## src/hdl/elevator_pkg.sv

```systemverilog
// Shared floor constants and bundled types for the floor request controller.
// Every RTL and bench file refers to these through elevator_pkg:: scoped names.

package elevator_pkg;

    ////////////////////////////////////////
    // Building geometry
    ////////////////////////////////////////

    localparam int num_floors = 11;

    // Enough bits to index every floor
    localparam int floor_bits = $clog2(num_floors);

    // Floor index, 0 is the lowest floor
    typedef logic [floor_bits-1:0] floor_t;

    // One bit per floor, bit i for floor i
    typedef logic [num_floors-1:0] floor_mask_t;

    ////////////////////////////////////////
    // Button and light banks
    ////////////////////////////////////////

    // Same layout for raw buttons and latched lights
    typedef struct packed {
        floor_mask_t call;      // hall call buttons
        floor_mask_t panel;     // car panel buttons
    } button_bank_t;

    ////////////////////////////////////////
    // Car side status and dispatch
    ////////////////////////////////////////

    // Status reported by the car and the operator panel
    typedef struct packed {
        floor_t floor;
        logic   moving;
        logic   power_on;
        logic   emergency;
    } car_status_t;

    // Result of the sweep search
    typedef struct packed {
        logic   found;
        floor_t floor;
        logic   up;
    } scan_pick_t;

    // Target handed to the motion FSM
    typedef struct packed {
        floor_t floor;
        logic   up;
    } dispatch_t;

endpackage

```

## src/hdl/dispatch_ctrl.sv

```systemverilog
// Dispatch offer toward the motion FSM with a valid/ready handshake.
// After a transfer it waits until the car has moved and stopped again,
// remembers the sweep direction and registers the door grants.

`timescale 1ns/100ps

module dispatch_ctrl (
    input  logic                      clock,
    input  logic                      reset_n,
    input  elevator_pkg::scan_pick_t  pick,
    input  elevator_pkg::car_status_t status,
    input  logic                      door_open_button,
    input  logic                      door_close_button,
    input  logic                      dispatch_ready,
    output elevator_pkg::dispatch_t   dispatch,
    output logic                      dispatch_valid,
    output logic                      last_up,
    output logic                      door_open_allowed,
    output logic                      door_close_allowed
);

    logic busy;
    logic seen_moving;
    logic idle;
    logic transfer;
    logic load_offer;

    // Free to make a new offer
    assign idle = !busy && !dispatch_valid && status.power_on
               && !status.emergency && !status.moving;

    assign transfer   = dispatch_valid && dispatch_ready;
    assign load_offer = idle && pick.found;

    ////////////////////////////////////////
    // Offer and travel tracking
    ////////////////////////////////////////

    always_ff @(posedge clock or negedge reset_n) begin
        if (!reset_n) begin
            dispatch_valid <= 1'b0;
            busy           <= 1'b0;
            seen_moving    <= 1'b0;
            last_up        <= 1'b1;
        end else begin
            if (transfer) begin
                dispatch_valid <= 1'b0;
                busy           <= 1'b1;
                seen_moving    <= 1'b0;
                last_up        <= dispatch.up;
            end else if (load_offer) begin
                dispatch_valid <= 1'b1;
            end

            // Busy ends at the first stop after the car has moved
            if (busy) begin
                if (status.moving) begin
                    seen_moving <= 1'b1;
                end else if (seen_moving) begin
                    busy        <= 1'b0;
                    seen_moving <= 1'b0;
                end
            end
        end
    end

    // Offer payload, held steady while valid waits for ready
    always_ff @(posedge clock) begin
        if (load_offer) begin
            dispatch.floor <= pick.floor;
            dispatch.up    <= pick.up;
        end
    end

    ////////////////////////////////////////
    // Door grants
    ////////////////////////////////////////

    always_ff @(posedge clock or negedge reset_n) begin
        if (!reset_n) begin
            door_open_allowed  <= 1'b0;
            door_close_allowed <= 1'b0;
        end else begin
            door_open_allowed  <= door_open_button && !status.moving && status.power_on;
            door_close_allowed <= door_close_button && !status.moving && status.power_on;
        end
    end

endmodule

```

## src/hdl/floor_request_ctrl.sv

```systemverilog
// Top level of the floor request controller.
// Request lights feed the sweep search, whose pick feeds the dispatch stage.

`timescale 1ns/100ps

module floor_request_ctrl (
    input  logic                       clock,
    input  logic                       reset_n,
    input  elevator_pkg::button_bank_t buttons,
    input  elevator_pkg::car_status_t  status,
    input  logic                       door_open_button,
    input  logic                       door_close_button,
    input  logic                       dispatch_ready,
    output elevator_pkg::dispatch_t    dispatch,
    output logic                       dispatch_valid,
    output elevator_pkg::button_bank_t lights,
    output logic                       door_open_allowed,
    output logic                       door_close_allowed
);

    elevator_pkg::scan_pick_t pick;
    logic                     last_up;

    request_latch u_request_latch (
        .clock   (clock),
        .reset_n (reset_n),
        .buttons (buttons),
        .status  (status),
        .lights  (lights)
    );

    target_scan u_target_scan (
        .lights    (lights),
        .car_floor (status.floor),
        .last_up   (last_up),
        .pick      (pick)
    );

    dispatch_ctrl u_dispatch_ctrl (
        .clock              (clock),
        .reset_n            (reset_n),
        .pick               (pick),
        .status             (status),
        .door_open_button   (door_open_button),
        .door_close_button  (door_close_button),
        .dispatch_ready     (dispatch_ready),
        .dispatch           (dispatch),
        .dispatch_valid     (dispatch_valid),
        .last_up            (last_up),
        .door_open_allowed  (door_open_allowed),
        .door_close_allowed (door_close_allowed)
    );

endmodule

```

## src/hdl/request_latch.sv

```systemverilog
// Request light bank for hall calls and car panel buttons.
// Presses latch in parallel while the car is powered and not in emergency,
// and both lights of the current floor clear whenever the car is stopped.

`timescale 1ns/100ps

module request_latch (
    input  logic                       clock,
    input  logic                       reset_n,
    input  elevator_pkg::button_bank_t buttons,
    input  elevator_pkg::car_status_t  status,
    output elevator_pkg::button_bank_t lights
);

    elevator_pkg::floor_mask_t    here_mask;
    elevator_pkg::floor_mask_t    set_mask;
    elevator_pkg::floor_mask_t    clear_mask;
    elevator_pkg::button_bank_t   lights_next;

    // One bank update, shared by the call and panel lights
    function automatic elevator_pkg::floor_mask_t update_bank(
        input elevator_pkg::floor_mask_t held,
        input elevator_pkg::floor_mask_t press,
        input elevator_pkg::floor_mask_t set_en,
        input elevator_pkg::floor_mask_t clr_en
    );
        elevator_pkg::floor_mask_t result;
        result = (held | (press & set_en)) & ~clr_en;
        return result;
    endfunction

    ////////////////////////////////////////
    // Set and clear masks
    ////////////////////////////////////////

    // Bit of the floor the car stands at
    assign here_mask = elevator_pkg::floor_mask_t'(1) << status.floor;

    // Presses of the current floor never latch
    assign set_mask = (status.power_on && !status.emergency) ? ~here_mask : '0;

    // Arrival clear wins over any press of the same floor
    assign clear_mask = status.moving ? '0 : here_mask;

    always_comb begin
        lights_next.call  = update_bank(lights.call, buttons.call, set_mask, clear_mask);
        lights_next.panel = update_bank(lights.panel, buttons.panel, set_mask, clear_mask);
    end

    ////////////////////////////////////////
    // Light registers
    ////////////////////////////////////////

    always_ff @(posedge clock or negedge reset_n) begin
        if (!reset_n) begin
            lights <= '0;
        end else begin
            lights <= lights_next;
        end
    end

endmodule

```

## src/hdl/target_scan.sv

```systemverilog
// Sweep search over the pending requests.
// Keeps the last travel direction while requests remain that way, else
// reverses; within a direction the nearest request wins. Purely combinational.

`timescale 1ns/100ps

module target_scan (
    input  elevator_pkg::button_bank_t lights,
    input  elevator_pkg::floor_t       car_floor,
    input  logic                       last_up,
    output elevator_pkg::scan_pick_t   pick
);

    elevator_pkg::floor_mask_t pending;
    logic                      above_found;
    elevator_pkg::floor_t      above_floor;
    logic                      below_found;
    elevator_pkg::floor_t      below_floor;

    // Both banks count, the current floor never does
    assign pending = (lights.call | lights.panel)
                   & ~(elevator_pkg::floor_mask_t'(1) << car_floor);

    // Nearest above: walk down from the top, the last hit is the lowest
    always_comb begin
        above_found = 1'b0;
        above_floor = '0;
        for (int i = elevator_pkg::num_floors - 1; i >= 0; i--) begin
            if (pending[i] && (i > int'(car_floor))) begin
                above_found = 1'b1;
                above_floor = elevator_pkg::floor_t'(i);
            end
        end
    end

    // Nearest below: walk up from the bottom, the last hit is the highest
    always_comb begin
        below_found = 1'b0;
        below_floor = '0;
        for (int i = 0; i < elevator_pkg::num_floors; i++) begin
            if (pending[i] && (i < int'(car_floor))) begin
                below_found = 1'b1;
                below_floor = elevator_pkg::floor_t'(i);
            end
        end
    end

    ////////////////////////////////////////
    // Direction preference
    ////////////////////////////////////////

    always_comb begin
        pick = '0;
        if ((last_up && above_found) || (!last_up && above_found && !below_found)) begin
            pick.found = 1'b1;
            pick.floor = above_floor;
            pick.up    = 1'b1;
        end else if (below_found) begin
            pick.found = 1'b1;
            pick.floor = below_floor;
            pick.up    = 1'b0;
        end
    end

endmodule

```

## config.mk

```make
export PLATFORM = sky130hd
export DESIGN_NAME = floor_request_ctrl
export DESIGN_NICKNAME = d
export VERILOG_FILES = /design/src/hdl/elevator_pkg.sv /design/src/hdl/dispatch_ctrl.sv /design/src/hdl/floor_request_ctrl.sv /design/src/hdl/request_latch.sv /design/src/hdl/target_scan.sv
export SDC_FILE = /design/constraint.sdc
export NUM_CORES = 1
export LEC_CHECK = 0
export BUFFER_PORTS_ARGS = -buffer_cell sky130_fd_sc_hd__clkbuf_2
export CAP_MARGIN = 20
export CORE_UTILIZATION = 45
export DETAILED_ROUTE_END_ITERATION = 8
export PLACE_DENSITY = 0.73
export SYNTH_ARGS = -nofsm -noshare
export SYNTH_HDL_FRONTEND = slang
export SYNTH_SLANG_ARGS = --single-unit
export TNS_END_PERCENT = 50
```

## constraint.sdc

```tcl
create_clock -name clock -period 1.7 [get_ports clock]
set_input_delay 0.425 -clock clock [delete_from_list [all_inputs] [get_ports clock]]
set_output_delay 0.425 -clock clock [all_outputs]
set_load 0.01 [all_outputs]
```

==> results of run 1 <==
cell usage after synthesis (4+ instances only):
cell       n
a21oi_1   31
nand2b_1   6
buf_2      4
inv_1      5
nor4_1     5
nor3_1    13
o32ai_1    4
o21a_1     6
nor2_1    60
clkbuf_1   4
dfrtp_1   27
nand2_1    6
edfxtp_1   5
o21ai_0   13
layer usage:
layer	vias up	GRT usage, %	wire length, microns
met2	85	44.9	2910
met4	0	10.6	98
met3	10	4.79	350
li1	1056	-	-
met1	1014	35.5	2450
met5	-	0	0
through the flow:
stage	utilization, %	setup slack (ns)	std cells
finish	75.1	-0.0972	402
global route	75.1	-0.165	402
CTS	72.4	-0.0627	399
detailed placement	67.8	-0.465	390
global placement	67.8	-0.398	390
floorplan	-	-0.279	226
area by class of cell:
| cell class | count | area share [%] |
|---|---|---|
| Sequential cell | 33 | 28.4 |
| Inverter | 5 | 0.625 |
| Clock buffer | 8 | 3.00 |
| Tap cell | 50 | 2.08 |
| Multi-Input combinational cell | 178 | 37.5 |
| Timing Repair Buffer | 128 | 28.4 |
sequential cells by signal, summed over array words and instances (netlist names):
register                            count
u_request_latch.lights                 22
u_dispatch_ctrl.door_close_allowed      1
u_dispatch_ctrl.seen_moving             1
u_dispatch_ctrl.dispatch                5
u_dispatch_ctrl.last_up                 1
u_dispatch_ctrl.busy                    1
u_dispatch_ctrl.door_open_allowed       1
u_dispatch_ctrl.dispatch_valid          1
path summary, 6_finish.rpt:
check | startpoint | cells past startpoint | slack [ns] | end
max in group asynchronous | reset_n | 2 | 1.27 | u_dispatch_ctrl.last_up
setup / recovery | status[6] | 8 | -0.1 | u_dispatch_ctrl.dispatch[3]
min in group clock | buttons[7] | 3 | 0.37 | u_request_latch.lights[7]
hold reg to reg | u_request_latch.lights[11] | 2 | 0.54 | u_request_latch.lights[11]
hold / removal | reset_n | 2 | 0.12 | u_dispatch_ctrl.dispatch_valid
setup reg to reg | u_request_latch.lights[5] | 9 | -0.09 | u_dispatch_ctrl.dispatch[0]
what timing repair did:
item,in CTS,in global routing
setup endpoints to repair,11,11
resized for setup,21,18
pin swaps,6,8
cloned,1,0
setup buffers,0,3
logic make-up (layout without fill, tap and decap cells):
logic type	Yosys count	count (layout)	synth area share (%)
AOI/OAI and AO/OA	70	70	22.7
buffers and inverters	15	141	3.66
DFF	33	33	45.3
muxes	1	1	0.598
and+or+nand+nor	107	107	27.7
power breakdown:
part	internal (W)	leakage [nW]	switching, W
Sequential	0.000967	0.350	0.000115
Clock	0.000330	0.0455	0.000278
Combinational	0.000553	0.989	0.000495
cell usage in the layout, fill, tap and decap left out, types with 2 or more instances in the layout:
cell       n
a21o_1     3
nor2_1    54
or3_4      2
o32ai_4    2
nor4_1     4
nor2_2     5
nor3_1    12
clkbuf_1   2
buf_4     64
dfrtp_1   27
inv_1      5
clkbuf_2  59
o21ai_0    8
a31oi_1    2
and3b_1    2
o21ai_1    5
o21ai_2    2
o21a_1     5
nand2b_1   5
a21oi_1   29
edfxtp_1   5
nand2_1    6
nor2b_1    2
clkbuf_8   8
o32ai_2    3
nor3_4     2
a21oi_2    2
o22ai_2    2
==> metrics.md, run 1 <==
| Metric | Value |
|---|---|
| Number of flops mapped to enable cells by yosys | `5` |
| Area contributors post-synth | `dfrtp_1, nor2_1, a21oi_1` |
| Syn avg cell area | `about 8.3 sq um` |
| Overflow after GRT | `0` |
| Multi-input logic area | `1130 sq um` |
| Pwr dens | `~910 nW/um^2` |
| Leading area contributor after synthesis | `dfrtp_1` |
| Synth Instances | `approximately 230` |
| Final ANT Viol Nets | `0` |
| Max Fclk | `between 500 and 600 MHz` |
| Violated checks | `negative setup slack` |
| TNS Setup | `-0.520 ns` |
| Top Family by Delay on Critical Path | `simple AND/OR/NAND/NOR gates` |
| Slew Limit Fails | `0` |
| Hold crit path type | `input pin to async pin` |
| Post-synthesis cell area | `between 1500 and 2000 sq um` |
| Most frequent CP cell | `o21ai_1` |
| Overall Power | `0.00274 W` |
| Core box area | `~4000 sq um` |
| Cells along the critical path | `clkbuf_8 -> buf_4 -> o32ai_2 -> o21ai_1 -> nor2_2 -> a31oi_4 -> or4_1 -> o21ai_1` |
| PortBufs | `between 60 and 70` |
| I/O pins | `64` |
| Hold buffer count at cts | `0` |
| Leakage | `about 1.4 nW` |
| Vias/cell | `~5.4` |
| Initial core utilization | `47.0%` |
| CTS clk-pin slew, worst paths | `around 0.070 ns` |
| All-Layer GR Usage | `27.4%` |
| Total Routed Length | `between 5000 and 6000 microns` |
| HPWL Detailed | `4190 microns` |
| Share of layout cells above drive strength 1 | `just under 50%` |
| RSZ-0062 raised after global routing | `yes` |
| #FFs+latches synth | `33` |
| Antenna violations before repair | `0` |
| Measured slew at the worst slew-check pin | `approximately 0.37 ns` |
| Placer's final routability congestion estimate | `between 0.9 and 1` |
| Num Clock Sinks | `33` |
| Vias post-DR | `approximately 2200` |
| Status | `finished, violations left` |
| Library cells used by synthesis | `40` |
| Post-synthesis net count | `between 200 and 300` |
| Warnings from Yosys | `0` |
| Worst setup SP type | `input pin` |
| Setup-failing EPs final | `11` |
| Final nets | `roughly 390` |
| Register area | `around 850 sq um` |
| Number of remaining DRC errors | `0` |
| Vias in the first global route | `just under 2000` |
| Synth top area share | `between 30% and 40%` |
| Clk root buf | `clkbuf_8` |
| Min Tclk post-route | `1.80 ns` |
| Final period utilization | `106%` |
| Fin Hold WS | `~0.12 ns` |
| Synthesis-to-layout area growth | `59.6%` |
| First-pass detailed-route iteration total | `4` |
| Worst rel slew slack | `75.2%` |
| Die area | `approximately 4400 sq um` |
| TritonCTS buffer count | `5` |
| Layout filler cell count | `298` |
| TritonCTS clock tree | `done` |
| PnR worst setup slack | `-0.0972 ns` |
| Crit Path Max Fanout | `17` |
| Register area share after synthesis | `between 40% and 50%` |
| Wire per inst | `14.4 microns` |
| Max clock buf depth | `2` |
| Row count | `23` |
| Clk Latency, worst-skew pair | `a little under 0.3 ns` |
| Die outline width | `roughly 67 microns` |
| Post-route cell area | `3000 sq um` |
| Worst EP arrival | `1.94 ns` |
| WP buf/inv | `2` |
| Peak supply drop | `roughly 0.65 mV` |
| Maxcap violations | `0` |
| Initial DRC Count | `159` |
| DP Area | `2710 sq um` |
| Die Y | `66.7 microns` |
| Top FF cell, synth | `dfrtp_1` |
| CP peak stage delay | `~0.4 ns` |
| H-tree depth | `2` |
| First-pass GRT wire length | `~8900 microns` |
| Largest net degree at the start of global routing | `29` |
| Critical path type | `input pin to register` |
| CP endpoint kind | `register` |
| Slowest CP cell | `or4_1` |
| Setup Skew | `0.00879 ns` |
| Worst EP required | `roughly 1.8 ns` |
| Hold Vio Cnt, Final | `0` |
| Diode count | `0` |
| Asr flop ratio synth | `roughly 85%` |
No activity file was read; power rests on OpenSTA's default activity.
==> inputs of run 2 (changes only) <==
--- a/config.mk
+++ b/config.mk
@@ -7,9 +7,9 @@
 export LEC_CHECK = 0
 export BUFFER_PORTS_ARGS = -buffer_cell sky130_fd_sc_hd__clkbuf_2
 export CAP_MARGIN = 20
-export CORE_UTILIZATION = 45
+export CORE_UTILIZATION = 46
 export DETAILED_ROUTE_END_ITERATION = 8
-export PLACE_DENSITY = 0.73
+export PLACE_DENSITY = 0.71
 export SYNTH_ARGS = -nofsm -noshare
 export SYNTH_HDL_FRONTEND = slang
 export SYNTH_SLANG_ARGS = --single-unit
==> constraint.sdc (replaced) <==
create_clock -name clock -period 1.8 [get_ports clock]
set_input_delay 0.45 -clock clock [delete_from_list [all_inputs] [get_ports clock]]
set_output_delay 0.45 -clock clock [all_outputs]
set_load 0.01 [all_outputs]
==> run 2 against run 1 <==
- the flow still finishes with violations (negative setup slack)
- sequential share of layout area decreased by 0.26 points
- non-clock buffer count decreased by 7
- via count is 1.4% higher
- critical path type unchanged
- count of clock-buffer cells in the layout shrank 1
- critical path depth is 1 lower
==> metrics.md, run 2 (synthesis gave the netlist of run 1 again) <==
| Metric | Value |
|---|---|
| Setup Skew | `0.00722 ns (-0.00157 ns)` |
| Worst setup SP type | `input pin` |
| H-tree depth | `2 (unchanged)` |
| Maxcap violations | `0 (unchanged)` |
| Wire per inst | `15.9 microns (+10%)` |
| Largest regs | `u_request_latch.lights x22, u_dispatch_ctrl.dispatch x5` |
| Final ANT Viol Nets | `0 (unchanged)` |
| Num Clock Sinks | `33 (unchanged)` |
| DP Cell Count | `374 (-4.1%)` |
| First-pass GRT wire length | `9390 microns (+5.3%)` |
| Overflow after GRT | `0 (unchanged)` |
| Worst EP required | `1.95 ns (+0.11 ns)` |
| Row count | `22 (-4.3%)` |
| Peak supply drop | `0.544 mV (-16%)` |
| Crit Path Max Fanout | `5 (-12)` |
| Most frequent cells in the layout | `clkbuf_2, buf_4, nor2_1` |
| Vias in the first global route | `2016 (+4.0%)` |
| HPWL Detailed | `4310 microns (+2.9%)` |
| Max Fclk | `approximately 550 MHz` |
| Vias/cell | `5.60 (+4.0%)` |
| Clk root buf | `clkbuf_8` |
| Share of layout cells above drive strength 1 | `49.4% (+1.4 points)` |
| Slew Limit Fails | `0 (unchanged)` |
| Max clock buf depth | `2 (unchanged)` |
| Antenna violations before repair | `0 (unchanged)` |
| TritonCTS clock tree | `done` |
| Violated checks | `negative setup slack` |
| Synthesis-to-layout area growth | `61.4%` |
| Setup-failing EPs final | `3 (-8)` |
| Placer's final routability congestion estimate | `0.951 (+1.9%)` |
| Total Routed Length | `6230 microns (+7.3%)` |
| Final period utilization | `101%` |
| Finished Layout Cells | `392 (-2.5%)` |
| Pwr dens | `867 nW/um^2 (-4.9%)` |
| CTS clk-pin slew, worst paths | `0.07 ns (about the same)` |
| Clk Latency, worst-skew pair | `0.28 ns (about the same)` |
| Initial DRC Count | `322 (+100%)` |
| Die Y | `66.0 microns (-1.1%)` |
| TritonCTS buffer count | `5 (unchanged)` |
| Hold crit path type | `input pin to async pin` |
| CP endpoint kind | `register` |
| Overall Power | `0.00263 W (-3.8%)` |
| Min Tclk post-route | `roughly 1.8 ns` |
| Initial core utilization | `49.5% (+2.5 points)` |
| Most common cell after layout, fill and taps aside | `clkbuf_2` |
| Status | `finished, violations left` |
| Critical path type | `input pin to register` |
| RSZ-0062 raised after global routing | `yes` |
| Leakage | `1.37 nW (-0.98%)` |
| Worst rel slew slack | `54.1% (-21 points)` |
| Die area | `4350 sq um (-2.1%)` |
| Largest register FFs | `22 (unchanged)` |
| Diode count | `0 (unchanged)` |
| Number of remaining DRC errors | `0 (unchanged)` |
| Measured slew at the worst slew-check pin | `0.689 ns (+0.320 ns)` |
| Core box area | `3800 sq um (-5.0%)` |
| Largest net degree at the start of global routing | `29 (unchanged)` |
| PortBufs | `63 (unchanged)` |
| Place WS | `-0.411 ns (+0.0541 ns)` |
| Final nets | `378 (-1.8%)` |
| Die outline width | `66.0 microns (-1.1%)` |
| Worst EP arrival | `1.97 ns (+0.03 ns)` |
| PnR worst setup slack | `-0.0187 ns (+0.0786 ns)` |
| Hold Vio Cnt, Final | `0 (unchanged)` |
| Vias post-DR | `2195 (+1.4%)` |
| First-pass detailed-route iteration total | `4 (unchanged)` |
| I/O pins | `64 (unchanged)` |
| All-Layer GR Usage | `29.1% (+1.7 points)` |
| Top reg by flops | `u_request_latch.lights` |
run 2: metrics by stage:
stage	area, sq um	hold slack, ns	utilization [%]	TNS (ns)
after floorplan	1950	0.154	-	-1.13
after global placement	2610	0.494	68.6	-3.07
after detailed placement	2610	0.508	68.6	-3.49
after CTS	2870	0.220	75.5	-0.0722
after global routing	3040	0.255	79.9	-0.251
final	3040	0.201	79.9	-0.0371
run 2: layout make-up:
cell class              count  area [sq um]
clock buffers               7          86.3
fillers                   249           762
inverters                   5          18.8
multi-input cells         178          1210
flip-flops and latches     33           853
well taps                  48          60.1
repair buffers            121           812
run 2: path summary, 6_finish.rpt:
kind                                        startpoint                     endpoint  slack [ns]  depth (start not counted)
min                                            reset_n   u_request_latch.lights[15]        0.20                          1
min reg2reg                u_dispatch_ctrl.dispatch[0]      u_dispatch_ctrl.last_up        0.53                          1
min in group clock                         buttons[16]   u_request_latch.lights[16]        0.41                          3
max reg2reg                 u_request_latch.lights[12]  u_dispatch_ctrl.dispatch[1]           0                          5
max in group asynchronous                      reset_n   u_request_latch.lights[21]        1.12                          1
max                                          status[4]  u_dispatch_ctrl.dispatch[3]       -0.02                          7
run 2: repair_timing:
item | in CTS | in global routing
pin swaps | 7 | 15
gates cloned | 1 | 0
setup endpoints to repair | 9 | 11
hold buffers | 0 | 0
buffers inserted | 6 | 4
hold endpoints to repair | 0 | 0
resized for setup | 27 | 30
run 2: power breakdown:
group          switching (W)  total, W  internal, W
Clock               0.000252  0.000555     0.000303
Sequential          0.000133   0.00105     0.000914
Combinational       0.000504   0.00103     0.000527
run 2: critical path: stages:
cell and delay [ns]:
clkbuf_16 0.13, or3_4 0.36, nor3b_4 0.17, nor3_4 0.21
a31oi_4 0.14, or4_4 0.44, o21ai_2 0.06
run 2: per-layer routing:
metal / up-vias / global-route usage (%) / wire length [microns] / share of wire (%)
li1: 1043 / - / - / -
met1: 1058 / 38.7 / 2640 / 42
met2: 79 / 47.1 / 3160 / 51
met3: 15 / 5.69 / 325 / 5.2
met4: 0 / 10.1 / 106 / 1.7
met5: - / 0 / 0 / 0
